### config.mk
export PLATFORM = sky130hd
export DESIGN_NAME = fpAddSub
export DESIGN_NICKNAME = d
export VERILOG_FILES = /design/src/verilog/fpAddPkg.sv /design/src/verilog/fpAddAlign.sv /design/src/verilog/fpAddExecute.sv /design/src/verilog/fpAddPrealign.sv /design/src/verilog/fpAddRound.sv /design/src/verilog/fpAddSub.sv
export VERILOG_INCLUDE_DIRS = /design/src /design/src/verilog
export SDC_FILE = /design/constraint.sdc
export NUM_CORES = 1
export LEC_CHECK = 0
export ABC_AREA = 1
export BUFFER_PORTS_ARGS = -buffer_cell sky130_fd_sc_hd__buf_2
export CAP_MARGIN = 20
export CORE_UTILIZATION = 30
export CTS_BUF_LIST = sky130_fd_sc_hd__clkbuf_8
export CTS_CLUSTER_SIZE = 28
export DETAILED_ROUTE_END_ITERATION = 10
export SLEW_MARGIN = 5
export SYNTH_ARGS = -nofsm -noshare
export SYNTH_HDL_FRONTEND = slang
export SYNTH_SLANG_ARGS = --single-unit
### constraint.sdc
create_clock -name clk -period 15 [get_ports clk]
set_input_delay 0.75 -clock clk [delete_from_list [all_inputs] [get_ports clk]]
set_output_delay 0.75 -clock clk [all_outputs]
set_load 0.01 [all_outputs]
### src/verilog/fpAddCfg.svh
`ifndef FP_ADD_CFG_SVH
`define FP_ADD_CFG_SVH

// Single precision field layout
`define FP_EXP_W 8		// Biased exponent field
`define FP_MAN_W 23		// Stored mantissa, hidden bit excluded
`define FP_BIAS 127		// Exponent bias

// Derived widths
`define FP_SIG_W (`FP_MAN_W + 1)					// Significand with hidden bit
`define FP_WORD_W (1 + `FP_EXP_W + `FP_MAN_W)		// Whole word
`define FP_SHIFT_W 5								// Alignment shift, 0..31

// All-ones exponent marks Inf and NaN
`define FP_EXP_MAX (2 * `FP_BIAS + 1)

// Quiet NaN returned for invalid operations
`define FP_QNAN 32'h7FC00000

// Register stages between request and result
`define FP_STAGES 4

`endif

### src/verilog/fpAddPkg.sv
`include "fpAddCfg.svh"

package fpAddPkg;

	typedef logic [`FP_WORD_W-1:0] fpWordT;		// Raw IEEE word
	typedef logic [`FP_EXP_W:0] expT;			// Exponent, top bit catches overflow
	typedef logic [`FP_SIG_W-1:0] sigT;			// Significand incl. hidden bit
	typedef logic [`FP_MAN_W-1:0] manT;			// Stored mantissa
	typedef logic [`FP_SHIFT_W-1:0] shiftT;		// Alignment distance

	typedef struct packed {
		fpWordT a;
		fpWordT b;
		logic sub;		// Set for a - b
	} addReqT;

	// Input exception classes
	typedef struct packed {
		logic nanIn;		// Either operand NaN
		logic infSubInf;	// Opposite infinities cancel
		logic infA;
		logic infB;
		logic spare;		// Always zero
	} excT;

	// Prealign to align
	typedef struct packed {
		expT expL;			// Exponent of larger magnitude
		sigT sigL;
		sigT sigS;			// Still unshifted here
		shiftT shamt;
		logic shiftOut;		// Difference beyond shifter range
		logic effSub;		// Magnitudes get subtracted
		logic maxAB;		// B is larger, its sign wins
		logic sa;
		logic sb;
		logic op;
		excT exc;
	} alignReqT;

	// Align to execute
	typedef struct packed {
		expT expL;
		sigT sigL;
		sigT sigS;			// Aligned to sigL
		logic g;
		logic r;
		logic s;
		logic effSub;
		logic maxAB;
		logic sa;
		logic sb;
		logic op;
		excT exc;
	} execReqT;

	// Execute to round
	typedef struct packed {
		logic zeroSum;		// Exact zero
		expT normE;
		manT normM;
		logic g;
		logic r;
		logic s;
		logic negE;			// Exponent below 1, flush
		logic sa;
		logic sb;
		logic op;
		logic maxAB;
		excT exc;
	} normT;

	typedef struct packed {
		logic overflow;
		logic underflow;
		logic divideByZero;	// Never set by add/sub
		logic invalid;
		logic inexact;
	} flagsT;

	typedef struct packed {
		fpWordT p;
		flagsT flags;
	} resultT;

endpackage

### src/verilog/fpAddAlign.sv
`timescale 1ns/10ps
`include "fpAddCfg.svh"

module fpAddAlign (
	input logic clk,
	input logic rst,
	input logic advance,
	input logic inValid,
	input fpAddPkg::alignReqT in,
	output logic outValid,
	output fpAddPkg::execReqT out
);
	import fpAddPkg::*;

	// Room below the significand for the largest shift
	localparam int extW = `FP_SIG_W + (1 << `FP_SHIFT_W);

	logic [extW-1:0] shifted;
	execReqT nxt;

	assign shifted = {in.sigS, {(extW - `FP_SIG_W){1'b0}}} >> in.shamt;

	always_comb begin
		nxt.expL = in.expL;
		nxt.sigL = in.sigL;
		if (in.shiftOut) begin
			// Everything falls past the round bit
			nxt.sigS = '0;
			nxt.g = 1'b0;
			nxt.r = 1'b0;
			nxt.s = |in.sigS;
		end else begin
			nxt.sigS = shifted[extW-1 -: `FP_SIG_W];
			nxt.g = shifted[extW-`FP_SIG_W-1];			// First bit out
			nxt.r = shifted[extW-`FP_SIG_W-2];			// Second bit out
			nxt.s = |shifted[extW-`FP_SIG_W-3:0];		// OR of the rest
		end
		nxt.effSub = in.effSub;
		nxt.maxAB = in.maxAB;
		nxt.sa = in.sa;
		nxt.sb = in.sb;
		nxt.op = in.op;
		nxt.exc = in.exc;
	end

	always_ff @(posedge clk) begin
		if (rst) begin
			outValid <= 1'b0;
		end else if (advance) begin
			outValid <= inValid;
		end
	end

	always_ff @(posedge clk) begin
		if (advance) begin
			out <= nxt;
		end
	end

endmodule

### src/verilog/fpAddExecute.sv
`timescale 1ns/10ps
`include "fpAddCfg.svh"

module fpAddExecute (
	input logic clk,
	input logic rst,
	input logic advance,
	input logic inValid,
	input fpAddPkg::execReqT in,
	output logic outValid,
	output fpAddPkg::normT out
);
	import fpAddPkg::*;

	// Carry, significand, then guard, round and sticky
	localparam int sumW = `FP_SIG_W + 4;

	logic [sumW-1:0] opL;
	logic [sumW-1:0] opS;
	logic [sumW-1:0] sum;
	logic [sumW-2:0] shl;		// Left-normalized, carry bit dropped
	shiftT lz;					// Leading zeros below the carry
	normT nxt;

	assign opL = {1'b0, in.sigL, 3'b000};
	assign opS = {1'b0, in.sigS, in.g, in.r, in.s};
	// Larger operand first, so no negative result
	assign sum = in.effSub ? (opL - opS) : (opL + opS);

	// Leading-zero count, highest set bit wins
	always_comb begin
		lz = shiftT'(sumW - 1);
		for (int i = 0; i < sumW - 1; i++) begin
			if (sum[i]) begin
				lz = shiftT'(sumW - 2 - i);
			end
		end
	end

	assign shl = sum[sumW-2:0] << lz;

	always_comb begin
		nxt.zeroSum = (sum == '0);
		if (sum[sumW-1]) begin
			// Carry out, one step right
			nxt.normE = in.expL + 1'b1;
			nxt.normM = sum[sumW-2 -: `FP_MAN_W];
			nxt.g = sum[3];
			nxt.r = sum[2];
			nxt.s = sum[1] | sum[0];
			nxt.negE = 1'b0;
		end else begin
			nxt.normE = in.expL - lz;
			nxt.normM = shl[sumW-3 -: `FP_MAN_W];		// Hidden bit at top dropped
			nxt.g = shl[2];
			nxt.r = shl[1];
			nxt.s = shl[0];
			nxt.negE = ~nxt.zeroSum & (lz >= in.expL);	// Would land at exponent 0 or less
		end
		nxt.sa = in.sa;
		nxt.sb = in.sb;
		nxt.op = in.op;
		nxt.maxAB = in.maxAB;
		nxt.exc = in.exc;
	end

	always_ff @(posedge clk) begin
		if (rst) begin
			outValid <= 1'b0;
		end else if (advance) begin
			outValid <= inValid;
		end
	end

	always_ff @(posedge clk) begin
		if (advance) begin
			out <= nxt;
		end
	end

endmodule

### src/verilog/fpAddPrealign.sv
`timescale 1ns/10ps
`include "fpAddCfg.svh"

module fpAddPrealign (
	input logic clk,
	input logic rst,
	input logic advance,
	input logic inValid,
	input fpAddPkg::addReqT in,
	output logic outValid,
	output fpAddPkg::alignReqT out
);
	import fpAddPkg::*;

	logic [`FP_EXP_W-1:0] ea;
	logic [`FP_EXP_W-1:0] eb;
	logic [`FP_EXP_W-1:0] diff;		// Large exponent minus small one
	sigT sigA;
	sigT sigB;
	logic bigB;						// |B| > |A|
	logic nanA;
	logic nanB;
	logic infA;
	logic infB;
	alignReqT nxt;

	// Field split
	assign ea = in.a[`FP_WORD_W-2 -: `FP_EXP_W];
	assign eb = in.b[`FP_WORD_W-2 -: `FP_EXP_W];

	// Zero and subnormal operands both read as zero
	assign sigA = (ea != '0) ? {1'b1, in.a[`FP_MAN_W-1:0]} : '0;
	assign sigB = (eb != '0) ? {1'b1, in.b[`FP_MAN_W-1:0]} : '0;

	assign bigB = {eb, sigB} > {ea, sigA};	// Equal magnitudes keep A first
	assign diff = bigB ? (eb - ea) : (ea - eb);

	// Special operand classes
	assign nanA = (ea == `FP_EXP_W'(`FP_EXP_MAX)) & (in.a[`FP_MAN_W-1:0] != '0);
	assign nanB = (eb == `FP_EXP_W'(`FP_EXP_MAX)) & (in.b[`FP_MAN_W-1:0] != '0);
	assign infA = (ea == `FP_EXP_W'(`FP_EXP_MAX)) & (in.a[`FP_MAN_W-1:0] == '0);
	assign infB = (eb == `FP_EXP_W'(`FP_EXP_MAX)) & (in.b[`FP_MAN_W-1:0] == '0);

	always_comb begin
		nxt.expL = bigB ? {1'b0, eb} : {1'b0, ea};
		nxt.sigL = bigB ? sigB : sigA;
		nxt.sigS = bigB ? sigA : sigB;
		nxt.shamt = diff[`FP_SHIFT_W-1:0];
		nxt.shiftOut = |diff[`FP_EXP_W-1:`FP_SHIFT_W];	// Gap of 32 or more
		nxt.sa = in.a[`FP_WORD_W-1];
		nxt.sb = in.b[`FP_WORD_W-1];
		nxt.op = in.sub;
		nxt.effSub = nxt.sa ^ nxt.sb ^ in.sub;		// Signs differ after op
		nxt.maxAB = bigB;
		nxt.exc.nanIn = nanA | nanB;
		nxt.exc.infSubInf = infA & infB & nxt.effSub;
		nxt.exc.infA = infA;
		nxt.exc.infB = infB;
		nxt.exc.spare = 1'b0;
	end

	always_ff @(posedge clk) begin
		if (rst) begin
			outValid <= 1'b0;
		end else if (advance) begin
			outValid <= inValid;
		end
	end

	always_ff @(posedge clk) begin
		if (advance) begin
			out <= nxt;
		end
	end

endmodule

### src/verilog/fpAddRound.sv
`timescale 1ns/10ps
`include "fpAddCfg.svh"

module fpAddRound (
	input logic clk,
	input logic rst,
	input logic advance,
	input logic inValid,
	input fpAddPkg::normT in,
	output logic outValid,
	output fpAddPkg::resultT out
);
	import fpAddPkg::*;

	logic roundUp;
	logic [`FP_MAN_W:0] roundUpM;		// Extra bit for mantissa carry
	manT roundM;
	expT roundE;
	logic eof;							// Exponent overflow
	logic fSgn;
	logic infSgn;						// Sign of the infinite operand
	logic invalid;
	logic infIn;
	resultT nxt;

	// Nearest, ties to even
	assign roundUp = in.g & (in.r | in.s | in.normM[0]);
	assign roundUpM = in.normM + 1'b1;
	assign roundM = roundUp ? roundUpM[`FP_MAN_W-1:0] : in.normM;
	assign roundE = in.zeroSum ? '0 : (in.normE + (roundUp & roundUpM[`FP_MAN_W]));
	assign eof = ~in.negE & (roundE >= expT'(`FP_EXP_MAX));

	// Exact zero is negative only if both effective signs are
	assign fSgn = in.zeroSum ? (in.sa & (in.sb ^ in.op)) :
		(in.maxAB ? (in.sb ^ in.op) : in.sa);
	assign infSgn = in.exc.infA ? in.sa : (in.sb ^ in.op);

	assign invalid = in.exc.nanIn | in.exc.infSubInf;
	assign infIn = (in.exc.infA | in.exc.infB) & ~invalid;

	always_comb begin
		if (invalid) begin
			nxt.p = `FP_QNAN;
		end else if (infIn | eof) begin
			nxt.p = {infIn ? infSgn : fSgn, {`FP_EXP_W{1'b1}}, manT'(0)};
		end else if (in.negE) begin
			nxt.p = {fSgn, {(`FP_WORD_W - 1){1'b0}}};	// Flushed, signed zero
		end else begin
			nxt.p = {fSgn, roundE[`FP_EXP_W-1:0], roundM};
		end
		nxt.flags.overflow = infIn | (eof & ~invalid);
		nxt.flags.underflow = in.negE & (in.g | in.r | in.s);
		nxt.flags.divideByZero = 1'b0;
		nxt.flags.invalid = invalid;
		// Lost bits only count for finite results
		nxt.flags.inexact = ((in.g | in.r | in.s) & ~invalid & ~infIn) |
			nxt.flags.overflow | nxt.flags.underflow;
	end

	always_ff @(posedge clk) begin
		if (rst) begin
			outValid <= 1'b0;
		end else if (advance) begin
			outValid <= inValid;
		end
	end

	always_ff @(posedge clk) begin
		if (advance) begin
			out <= nxt;
		end
	end

endmodule

### src/verilog/fpAddSub.sv
`timescale 1ns/10ps
`include "fpAddCfg.svh"

module fpAddSub (
	input logic clk,
	input logic rst,
	input logic reqValid,
	output logic reqReady,
	input fpAddPkg::addReqT req,
	output logic resValid,
	input logic resReady,
	output fpAddPkg::resultT res
);
	import fpAddPkg::*;

	logic advance;						// Whole pipe shifts one stage
	logic [`FP_STAGES-1:0] stageValid;	// Index 0 is prealign
	alignReqT alignW;
	execReqT execW;
	normT normW;

	// Move unless the last stage is full and stalled
	assign advance = ~stageValid[`FP_STAGES-1] | resReady;
	assign reqReady = advance;
	assign resValid = stageValid[`FP_STAGES-1];	// Result handshake 4 edges after request

	fpAddPrealign uPrealign (
		.clk(clk),
		.rst(rst),
		.advance(advance),
		.inValid(reqValid),
		.in(req),
		.outValid(stageValid[0]),
		.out(alignW)
	);

	fpAddAlign uAlign (
		.clk(clk),
		.rst(rst),
		.advance(advance),
		.inValid(stageValid[0]),
		.in(alignW),
		.outValid(stageValid[1]),
		.out(execW)
	);

	fpAddExecute uExecute (
		.clk(clk),
		.rst(rst),
		.advance(advance),
		.inValid(stageValid[1]),
		.in(execW),
		.outValid(stageValid[2]),
		.out(normW)
	);

	// Last stage output is the result port
	fpAddRound uRound (
		.clk(clk),
		.rst(rst),
		.advance(advance),
		.inValid(stageValid[2]),
		.in(normW),
		.outValid(stageValid[3]),
		.out(res)
	);

endmodule

### After elaboration in Yosys (flattened, before gate mapping)

Cells that the tools add are included.

| storage, ports and cells | value |
|---|---|
| memories kept | 0 |
| output and inout bits | 39 |
| register bits after elaboration | 226 |
| bits in writable memories | 0 |
| latch bits | 0 |
| bits in read-only memories | 0 |
| word-level logic and storage cells | 163 |

| operators by class | value |
|---|---|
| magnitude comparators | 3 |
| multiplexer cells | 44 |
| reductions and logical operators | 12 |
| add/sub/neg operators | 8 |
| equality and inequality tests | 2 |
| bitwise gates (word level) | 37 |
| divide/modulo/power cells | 0 |
| shift operators | 2 |
| multipliers | 0 |

Operator list:

| cell | number |
|---|---|
| two-way mux 24 bit | 4 |
| two-way mux 5 bit | 16 |
| right shift 56 x 5 -> 56 bit | 1 |
| logical NOT 23 bit | 2 |
| nonzero test 23 bit | 2 |
| two-way mux 36 bit | 1 |
| greater-than comparator 32 bit | 1 |
| two-way mux 32 bit | 1 |
| two-way mux 4 bit | 8 |
| two-way mux 31 bit | 1 |
| OR reduction 30 bit | 1 |
| adder 27 x 27 -> 28 bit | 1 |
| logical NOT 28 bit | 1 |
| two-way mux 28 bit | 1 |
| subtractor 27 x 27 -> 28 bit | 1 |
| << shifter 27 x 5 -> 26 bit | 1 |
| adder 23 x 1 -> 24 bit, second input constant | 1 |
| OR reduction 24 bit | 1 |
| two-way mux 23 bit | 1 |
| AND 1 bit | 16 |
| == test 8 bit, second input constant | 2 |
| two-way mux 8 bit | 2 |
| nonzero test 8 bit | 2 |
| subtractor 8 bit | 2 |
| 13 further kinds | 38 |

### Logic depth before layout (Yosys ltp)

Gate-level depths: netlist of the first run.

| depth | value |
|---|---|
| word-level depth | 32 |
| gate-level depth with buffers | 40 |
| mapped depth without buffers | 39 |

### By module

A second synthesis of the first run with hierarchy kept.

| second synthesis, totals | value |
|---|---|
| cells, all modules | 2401 |
| area total of the unflattened synthesis | 17790.8 sq um |

Modules (own cells, without submodules):

| module | sequential area each (sq um) | area each (sq um) | times used | cells an instance |
|---|---|---|---|---|
| fpAddExecute | 1401.3 | 6656.4 | 1 | 1050 |
| fpAddPrealign | 2152.1 | 4948.5 | 1 | 637 |
| fpAddAlign | 2122.0 | 3699.8 | 1 | 410 |
| fpAddRound | 1101.1 | 2478.6 | 1 | 302 |
| fpAddSub | 0.0 | 7.5 | 1 | 2 |

### Worst setup path before layout of the first run

OpenSTA, ideal clock, no wires.

| timing path | value |
|---|---|
| path type | in2out |
| from | input resReady |
| to | output reqReady |
| buffers on the path | 0 |
| arrival time | 5181 ps |
| stages on the path | 2 |
| data required time | 14250 ps |
| setup slack | 9069 ps |
| cell sequence | nor2_1 -> inv_1 |

| on the way | value |
|---|---|
| cells in the longest elaborated chain, start to end | 1 |

Ends and longest elaborated chain:

| what | RTL line | text |
|---|---|---|
| start, declared | fpAddSub.sv:11 | `input logic resReady,` |
| bitwise OR 1 bit | fpAddSub.sv:23 | `` assign advance = ~stageValid[`FP_STAGES-1] \| resReady; `` |
| end, declared | fpAddSub.sv:8 | `output logic reqReady,` |

Every way passes these cells.

==> metrics, run 1 <==
status complete, no violations; routed via count 14700; EDFF count, synth 220; Post-Synth Adder-Cell Area 7.98%; GP Congestion 0.943; Core Area 53800 sq um; initial antenna violation count 0; clock-pin slew of the registers on the worst-case setup and hold paths 0.06 ns; Yosys warnings 0; layout cell share with drive strength beyond 1 9.26%; clk sinks 224; Startpoint Class register; fraction of synthesized area in multiplexers 0.734%; Cells after DPL 2833; static leakage 8.20 nW; MaxCap Viol Count 0; GRT Util Overall 16.6%; WHS 0.385 ns; I/O Buffers 106; DIE AREA 55500 sq um; final wirelength 46.5 mm; Hold-fix buffers, CTS 0; Cell Pwr Density 151 nW/um^2; critical path arrival 5.80 ns; vias in the first global route 14000; worst path cell trace ha_1 -> inv_1 -> a21oi_1 -> o21ai_0 -> a2111oi_0 -> nand3_1 -> xor2_1 -> nand2_1 -> nand2_2 -> nor2_4 -> inv_2 -> nor2_4 -> nand3_4 -> ha_1 -> nand2_1 -> o21ai_0 -> a21oi_1 -> o21bai_1 -> nor2_1 -> nand3b_1 -> o21ai_0 -> xor2_1; Nets 2349; Final WS setup 9.52 ns; DR iter-0 viols 944; Crit path top cell by count o21ai_0; Die W 236 um; WP buf/inv 2; Hold Violations, Final 0; FF-to-FF Start uAlign.out[55]$_DFFE_PP_; Setup WS pre-CTS 9.10 ns; max-slew violations 0; HP Class input port to register; Die Ht 236 um; Critical Path Source uAlign.out[55]$_DFFE_PP_; mapped cell area 16400 sq um; initial core utilization 30.4%; commonest non-fill, non-tap cells in the layout nand2_1 (502), inv_1 (253), nand3_1 (248); per-cell routed wire length 16.0 um; setup TNS 0 ns; top_reg_cell synth edfxtp_1; CP Capture Type register; worst-margin pin slew 0.985 ns; commonest non-fill, non-tap cell in the layout nand2_1; Post-CTS Setup Inserts 0; insertion delay to the later sink of the worst-skew pair 0.59 ns; Synth Area in Simple Gates 28.4%; post-synth cell types 64; Crit Path Category register to register; pin count of the biggest net entering global routing 81; synthesis-to-layout area growth 10.8%; area of the multi-input gates 8350 sq um; global-route wire length before repair 74.2 mm; post-DP HPWL 36.5 mm; maximum VDD drop 0.0532 mV; CTS tree done; sequential cell area fraction in the yosys report 40.9%; Final Total Pwr 2.74 mW; RSZ-0062 raised after global routing false; Bufs on Longest Clock Path 3; Resized Gates After CTS 0; critical-path maximum fanout 28; Storage cell area 6690 sq um; Avg Vias per Cell 5.06; Setup Viol. Count Final 0; asr flop ratio synth 0%; period utilization 36.6%; Synth Area in Compound Gates 11.6%; Synth Register Bits 224; CP required 15.32 ns; DRT antenna net count 0; Slew headroom 34.3%; Slowest cell on crit path a2111oi_0; htree depth 2; synthesized instance count 2107; Layout Skew 0.0282 ns; Mapped Nets 2278; largest family of logic cells by synthesized area simple AND/OR/NAND/NOR gates; Final Critical Period 5.48 ns; Boundary Pins 108; grt ovf 0; CP delay by family, top compound AO/OA/AOI/OAI gates; Syn Area/Cell 7.77 sq um; hold path start req[64]; fill count 5709; Post-Synth XOR/XNOR Area 2.26%; DRC Markers 0; root buf cell clkbuf_8; CTS Buf Count 39; Pre-antenna DRT Iters 5; Rows 85; crit-path max cell delay 0.72 ns; Fmax 182 MHz; Final Non-Filler Cells 2900
-- per-layer routing --
metal | GRT usage [%] | up-vias | share of wire [%]
li1 | - | 7352 | -
met1 | 21.2 | 6762 | 45
met2 | 28.3 | 462 | 47
met3 | 2.24 | 95 | 4.7
met4 | 6.30 | 0 | 3.2
met5 | 0 | - | 0
-- Yosys cell counts, drive strengths merged (5+ instances only) --
cell type	instances	area [sq um]
nand2	514	1970
nand3	250	1270
inv	249	935
edfxtp	220	6610
o21ai	172	868
nor2	167	652
ha	98	1230
a21oi	91	463
clkbuf	56	210
nand4	37	238
o22ai	37	231
xor2	33	308
buf	28	180
nor3	24	125
nor4	22	144
mux2i	12	120
or2	10	62.6
nor3b	9	67.6
a21o	7	52.6
xnor2	7	61.3
o21bai	6	45.0
and3	5	31.3
nand3b	5	37.5
-- flip-flops by register name, indices dropped and copies added, names as in the netlist --
signal	count
uAlign.out	68
uRound.out	36
uPrealign.out	71
uPrealign.outValid	1
uAlign.outValid	1
uExecute.out	45
uExecute.outValid	1
uRound.outValid	1
-- worst register-to-register path: cells and delay by family, from the launching register on --
kind,cells,cell delay (ns)
AO/OA/AOI/OAI,7,1.77
XOR/XNOR,2,0.42
adder cells (fa/ha/maj),2,0.96
buffers and inverters,2,0.21
flip-flops,1,0.46
AND/OR/NAND/NOR,9,1.43
-- path summary, 6_finish.rpt --
check | end | slack (ns) | cells past startpoint
worst min register to register | uExecute.out[3]$_DFFE_PP_ | 0.42 | 0
worst max-delay path | uExecute.out[43]$_DFFE_PP_ | 9.52 | 22
worst min-delay path | uPrealign.out[7]$_DFFE_PP_ | 0.39 | 1
worst max register to register | uExecute.out[43]$_DFFE_PP_ | 9.52 | 22
-- report_power, final --
group	internal [mW]	total [mW]	leakage, nW	switching [mW]
sequential	0.889	0.984	2.46	0.0948
clock	0.254	0.501	0.388	0.247
combinational	0.404	1.25	5.36	0.848
total	1.55	2.74	8.20	1.19
-- final cells by class --
cell class	count	area share (%)
Tap cell	696	4.80
Antenna cell	1	0.0138
Inverter	251	5.24
Timing Repair Buffer	114	3.26
Sequential cell	224	36.9
Clock buffer	41	3.11
Clock inverter	25	0.662
Multi-Input combinational cell	1548	46.0
-- metrics by stage --
stage	util, %	cell area, sq um
4_1_cts	33.7	18100
3_3_place_gp	32.4	17400
2_1_floorplan	-	16400
3_5_place_dp	32.4	17400
5_1_grt	33.7	18100
6_report	33.7	18100
-- logic make-up (layout without fill, tap and decap cells) --
kind of cell	Yosys count	in the layout
AOI/OAI and AO/OA	342	342
xor gates and xnor gates	40	40
adders and majority gates	102	102
and+or+nand+nor	1051	1051
DFF	224	224
muxes	12	12
buffers and inverters	335	431
other	1	2
No activity file was read; power rests on OpenSTA's default activity.
==> inputs of run 2 (changes only) <==
--- a/config.mk
+++ b/config.mk
@@ -6,7 +6,7 @@
 export SDC_FILE = /design/constraint.sdc
 export NUM_CORES = 1
 export LEC_CHECK = 0
-export ABC_AREA = 1
+export ABC_AREA = 0
 export BUFFER_PORTS_ARGS = -buffer_cell sky130_fd_sc_hd__buf_2
 export CAP_MARGIN = 20
 export CORE_UTILIZATION = 30
==> constraint.sdc (replaced) <==
create_clock -name clk -period 5 [get_ports clk]
set_input_delay 0.25 -clock clk [delete_from_list [all_inputs] [get_ports clk]]
set_output_delay 0.25 -clock clk [all_outputs]
set_load 0.01 [all_outputs]
==> run 2 against run 1 <==
Net effect:
- the flow now finishes with violations (negative setup slack)
- utilization grew 5.2 points
- sequential power grew to 3.0 times the previous value
- non-clock buffer count grew 242
- register-to-register slack lost 9.5 ns
- clock-buffer cell count grew 2
- worst hold slack lost 0.33 ns
- worst setup slack lost 9.5 ns
- global-route usage grew 0.54 points
- critical path type unchanged
==> metrics, run 2 <==
final core utilization 38.9% (+5.2 points); maximum VDD drop 0.205 mV (+280%); Slew headroom 32.0% (-2.3 points); clk sinks 224 (unchanged); per-cell routed wire length 17.4 um (+8.7%); failing checks negative setup slack; cell taking the most area after synthesis edfxtp_1; EDFF count, synth 220 (unchanged); htree depth 2 (unchanged); CP Capture Type register; DIE AREA 56100 sq um (+1.0%); top_reg_cell synth edfxtp_1; max-slew violations 0 (unchanged); layout cell share with drive strength beyond 1 27.6% (+18 points); WHS 0.0577 ns (-0.327 ns); CTS Buf Count 43 (+10%); root buf cell clkbuf_8; static leakage 8.64 nW (+5.3%); Pint 5.61 mW (+260%); critical-path maximum fanout 5 (-82%); HP Class input port to register; CP required 5.32 ns (-10.00 ns); Metal-1 WL 21.7 mm (+4.5%); setup TNS -0.00665 ns (-0.00665 ns); synthesis-to-layout area growth 27.5%; Final WS setup -0.00665 ns (-9.52 ns); Fmax 200 MHz (+9.5%); DRC Markers 0 (unchanged); GRT Util Overall 17.1% (+0.54 points); Crit Path Category register to register; Die Ht 237 um (+0.52%); Setup Viol. Count Final 1 (+1); Reg power frac 31.7% (-4.2 points); Yosys warnings 0 (unchanged); Commonest cells post-synth edfxtp_1 (220), nand2_1 (195), nor2_1 (172); met2 WL post-DR 24.1 mm (+9.3%); worst-margin pin slew 1.02 ns (+0.0352 ns); insertion delay to the later sink of the worst-skew pair 0.59 ns (about the same); post-DP HPWL 38.1 mm (+4.5%); status finished, violations left; Switch Pwr 3.58 mW (+200%); DR WL met3 1.87 mm (-14%); commonest non-fill, non-tap cell in the layout buf_4; period utilization 100% (+64 points); Bufs on Longest Clock Path 3 (unchanged); critical path arrival 5.32 ns (-0.48 ns); Mapped Nets 1942 (-15%); mapped cell area 16500 sq um (+1.1%); commonest non-fill, non-tap cells in the layout buf_4 (237), edfxtp_1 (220), nand2_1 (192); final instance area 21100 sq um (+16%); combinational power share 48.7% (+3.0 points); RSZ-0062 raised after global routing true; routed via count 14700 (-0.055%); sequential cell area fraction in the yosys report 40.4% (-0.43 points); pin count of the biggest net entering global routing 105 (+30%); Clk pwr share 19.6% (+1.3 points); biggest regs uPrealign.out x71, uAlign.out x68, uExecute.out x45; GP Congestion 0.962 (+2.0%); Hold Violations, Final 0 (unchanged); Core Area 54100 sq um (+0.59%); Layout Skew 0.0271 ns (-0.00117 ns); most common cell in the synthesized netlist edfxtp_1; max reg flops 71 (unchanged); n_diodes 0 (-1); initial core utilization 30.6% (+0.14 points); Die W 237 um (+0.52%); Syn Area/Cell 9.34 sq um (+20%); post-synth cell types 96 (+50%); Sw Ratio 39.0% (-4.5 points); global-route wire length before repair 76.9 mm (+3.7%); Avg Vias per Cell 5.22 (+3.2%); Rows 85 (unchanged); DR iter-0 viols 1002 (+6.1%); share of the synthesized area in the top cell type 39.9% (-0.42 points); top sig layer met4; synthesized instance count 1771 (-16%); Cell Pwr Density 436 nW/um^2 (+190%); final wirelength 48.9 mm (+5.3%); asr flop ratio synth 0% (unchanged); Setup WS pre-CTS -0.345 ns (-9.45 ns); Pre-antenna DRT Iters 6 (+1); grt ovf 0 (unchanged); clock-pin slew of the registers on the worst-case setup and hold paths 0.06 ns (about the same); I/O Buffers 106 (unchanged); Startpoint Class register; initial antenna violation count 0 (unchanged); vias in the first global route 14400 (+2.8%); CTS tree done; Area after DPL 19300 sq um (+11%); Nets 2252 (-4.1%); Reg with most FFs uPrealign.out; MaxCap Viol Count 0 (unchanged); Boundary Pins 108 (unchanged); Synth Register Bits 224 (unchanged); Final Critical Period 5.01 ns (-0.478 ns); DRT antenna net count 0 (unchanged); main area contributors after synthesis edfxtp_1 (40%), ha_1 (7.4%), nand2_1 (4.4%)
-- run 2: through the flow --
stage               power [mW]  cells
floorplan                 5.32   1771
global placement          6.94   2695
detailed placement        6.97   2695
CTS                       9.02   2795
global route              9.75   2808
finish                    9.19   2808
-- run 2: kinds of logic (layout without fill, tap and decap cells) --
family	after synthesis	in the layout	share of synthesized area (%)
and+or+nand+nor	632	632	18.3
xor gates and xnor gates	68	68	3.60
other	1	1	0.0227
DFF	224	224	40.4
buffers and inverters	195	534	4.74
AOI/OAI and AO/OA	479	481	19.4
muxes	70	70	5.56
adders and majority gates	102	102	7.90
-- run 2: per-layer routing --
metal / vias up / GRT usage, %
met5: - / 0
met1: 6948 / 21.4
met2: 386 / 30.0
met4: 0 / 6.32
li1: 7247 / -
met3: 82 / 2.28
-- run 2: path summary, 6_finish.rpt --
path / depth (start not counted) / slack, ns / end / start
max: 20 / -0.007 / uExecute.out[42]$_DFFE_PP_ / uAlign.out[42]$_DFFE_PP_
min: 3 / 0.06 / uPrealign.out[66]$_DFFE_PP_ / req[58]
max reg2reg: 20 / -0.007 / uExecute.out[42]$_DFFE_PP_ / uAlign.out[42]$_DFFE_PP_
min reg2reg: 0 / 0.42 / uAlign.out[44]$_DFFE_PP_ / uPrealign.out[47]$_DFFE_PP_
-- run 2: critical path, stage by stage (launching register included) --
cell	delay, ns
edfxtp_1	0.43
ha_4	0.30
buf_6	0.12
or4_4	0.52
a21oi_4	0.21
o31ai_4	0.13
o31ai_4	0.22
mux2i_1	0.25
or4bb_4	0.56
buf_4	0.16
a21o_1	0.19
a31oi_4	0.18
inv_2	0.08
fa_2	0.34
nand2_1	0.07
nand2_1	0.07
a21oi_2	0.16
nor2b_1	0.06
or4_4	0.43
a21bo_4	0.19
xor2_1	0.05
-- run 2: area by class of cell --
type,instances,area (sq um)
Fill cell,5432,33100
Multi-Input combinational cell,1354,9810
Sequential cell,224,6690
Timing Repair Buffer,356,2480
Tap cell,696,871
Clock buffer,43,592
Inverter,102,383
Clock inverter,33,262
-- run 2: power by group through the flow --
| stage | registers, mW | logic (mW) | clock network, mW |
|---|---|---|---|
| finish | 2.91 | 4.48 | 1.80 |
| global route | 2.97 | 4.85 | 1.93 |
| detailed placement | 2.95 | 4.02 | 0 |
| floorplan | 2.88 | 2.43 | 0 |
| global placement | 2.93 | 4.01 | 0 |
| CTS | 2.92 | 4.23 | 1.87 |
-- run 2: repair_timing --
| item | CTS | global route |
|---|---|---|
| endpoints found under the hold margin | 7 | 0 |
| pin swaps | 38 | 28 |
| hold buffers | 5 | 0 |
| gates cloned | 0 | 2 |
| setup endpoints to repair | 28 | 27 |
| setup buffers | 20 | 15 |
| gates resized for setup | 74 | 67 |
==> inputs of run 3 (changes only) <==
==> constraint.sdc (replaced) <==
create_clock -name clk -period 4.3 [get_ports clk]
set_input_delay 0.215 -clock clk [delete_from_list [all_inputs] [get_ports clk]]
set_output_delay 0.215 -clock clk [all_outputs]
set_load 0.01 [all_outputs]
==> run 3 against run 2 <==
Net effect:
- the flow still finishes with violations (negative setup slack)
- clock power rose by 11%
- first-iteration DRC count rose by 7.3%
- via count rose by 5.9%
- clock skew rose by 0.021 ns
- worst hold slack got worse by 0.0020 ns
- non-clock buffer count rose by 187
- combinational power rose by 35%
- critical path depth rose by 1
- critical path type unchanged
- critical endpoint unchanged
- largest cell class unchanged
- largest power group unchanged
==> metrics, run 3 (synthesis gave the netlist of run 2 again) <==
DIE AREA 56100 sq um (unchanged); Startpoint Class register; per-cell routed wire length 17.2 um (-1.5%); worst-margin pin slew 1.06 ns (+0.0443 ns); CP required 4.61 ns (-0.71 ns); root buf cell clkbuf_8; MaxCap Viol Count 0 (unchanged); commonest non-fill, non-tap cell in the layout buf_4; clk sinks 224 (unchanged); vias in the first global route 15500 (+7.8%); Crit Path Category register to register; Final Critical Period 5.03 ns (+0.0224 ns); DRC Markers 0 (unchanged); Final Non-Filler Cells 2990 (+6.5%); Hold Violations, Final 0 (unchanged); routed via count 15500 (+5.9%); initial antenna violation count 2 (+2); Pre-antenna DRT Iters 5 (-1); CTS tree done; I/O Buffers 106 (unchanged); Nets 2436 (+8.2%); HP Class input port to register; Boundary Pins 108 (unchanged); Slew headroom 29.0% (-3.0 points); grt met1 use 22.0% (+0.62 points); critical path arrival 5.34 ns (+0.02 ns); final wirelength 51.3 mm (+4.9%); Avg Vias per Cell 5.19 (-0.51%); biggest regs uPrealign.out x71, uAlign.out x68, uExecute.out x45; initial core utilization 30.6% (unchanged); Cells after DPL 2851 (+5.8%); commonest non-fill, non-tap cells in the layout buf_4 (396), edfxtp_1 (220), nand2_1 (186); synthesis-to-layout area growth 39.3%; Final WS setup -0.729 ns (-0.722 ns); Cell Pwr Density 497 nW/um^2 (+14%); RSZ-0062 raised after global routing true; Fmax 199 MHz (-0.44%); fill count 5168 (-4.9%); static leakage 9.65 nW (+12%); period utilization 117% (+17 points); maximum VDD drop 0.202 mV (-1.5%); post-DP HPWL 39.7 mm (+4.2%); grt ovf 0 (unchanged); Bufs on Longest Clock Path 3 (unchanged); gr busiest metal met2; Reg with most FFs uPrealign.out; GP Congestion 0.949 (-1.3%); layout cell share with drive strength beyond 1 36.1% (+8.5 points); Slowest cell on crit path or4_4; FF-to-FF setup slack -0.73 ns (-0.72 ns); DRT antenna net count 0 (unchanged); insertion delay to the later sink of the worst-skew pair 0.61 ns (+0.02 ns); CTS Buf Count 41 (-4.7%); CP delay by family, top compound AO/OA/AOI/OAI gates; Layout Skew 0.0478 ns (+0.0207 ns); failing checks negative setup slack; met3 Use GR 2.56% (+0.28 points); Die Ht 237 um (unchanged); Core Area 54100 sq um (unchanged); DR iter-0 viols 1075 (+7.3%); Final Total Pwr 11.4 mW (+24%); met2 Use GR 32.1% (+2.1 points); crit-path max cell delay 0.50 ns (-0.06 ns); pin count of the biggest net entering global routing 79 (-25%); max reg flops 71 (unchanged); GRT Util Overall 18.1% (+1.0 points); Area after DPL 20500 sq um (+6.1%); status finished, violations left; Die W 237 um (unchanged); CP Capture Type register; global-route wire length before repair 81.5 mm (+6.0%); htree depth 2 (unchanged); Setup Viol. Count Final 35 (+34); Rows 85 (unchanged); WP buf/inv 3 (unchanged); max-slew violations 0 (unchanged); final instance area 23000 sq um (+9.3%); critical-path maximum fanout 3 (-2); worst path cell trace buf_6 -> ha_4 -> and3b_2 -> nor4_4 -> buf_4 -> o21a_1 -> or4_4 -> and2_4 -> a311o_1 -> a311o_1 -> a2111o_1 -> a31oi_4 -> inv_2 -> fa_2 -> nand2_2 -> nand2_2 -> a21oi_2 -> nor2b_1 -> or4_1 -> a21bo_2 -> xor2_1; clock-pin slew of the registers on the worst-case setup and hold paths 0.06 ns (about the same)
-- run 3: what timing repair did --
item	4_1_cts	5_1_grt
endpoints found under the hold margin	9	0
pin swaps	77	35
setup endpoints to repair	36	75
setup buffers	50	13
cloned	1	0
gates resized for setup	209	60
hold buffers	6	0
-- run 3: area by class of cell --
type | instances | area, sq um | area share (%)
clock inverter | 29 | 215 | 0.934
timing repair buffer | 543 | 4020 | 17.4
multi-input combinational | 1353 | 10300 | 44.6
sequential | 224 | 6690 | 29.0
antenna | 1 | 2.50 | 0.0109
inverter | 102 | 384 | 1.67
tap | 696 | 871 | 3.78
clock buffer | 42 | 578 | 2.51
-- run 3: final timing paths --
check	from	depth (start not counted)	end
max	uAlign.out[37]$_DFFE_PP_	21	uExecute.out[42]$_DFFE_PP_
min	req[45]	3	uPrealign.out[28]$_DFFE_PP_
max reg2reg	uAlign.out[37]$_DFFE_PP_	21	uExecute.out[42]$_DFFE_PP_
min reg2reg	uPrealign.out[49]$_DFFE_PP_	0	uAlign.out[46]$_DFFE_PP_
-- run 3: tightest hold or removal path: stages --
cell and delay (ns):
buf_2 0.10, nand2_1 0.08, o21ai_0 0.15
-- run 3: where the power goes --
group	internal (mW)	switching [mW]	total [mW]
combinational	2.89	3.15	6.04
clock	1.09	0.909	2.00
sequential	3.02	0.389	3.41
total	7.00	4.45	11.4
-- run 3: per-stage QoR --
step                utilization [%]  hold slack [ns]  setup slack [ns]  setup TNS [ns]
finish                         42.5           0.0557            -0.729          -16.17
global route                   42.5           0.0363            -0.921          -23.91
detailed placement             37.8            0.405             -1.04          -33.41
global placement               37.8            0.402            -0.929          -31.64
CTS                            41.9          0.00564            -0.669          -13.91
floorplan                         -            0.284            -0.887          -10.70
-- run 3: routing by layer --
metal	vias to the layer above	part of all wire, %
li1	7620	-
met1	7324	42
met2	464	49
met3	123	4.5
met4	2	3.7
met5	-	0.021
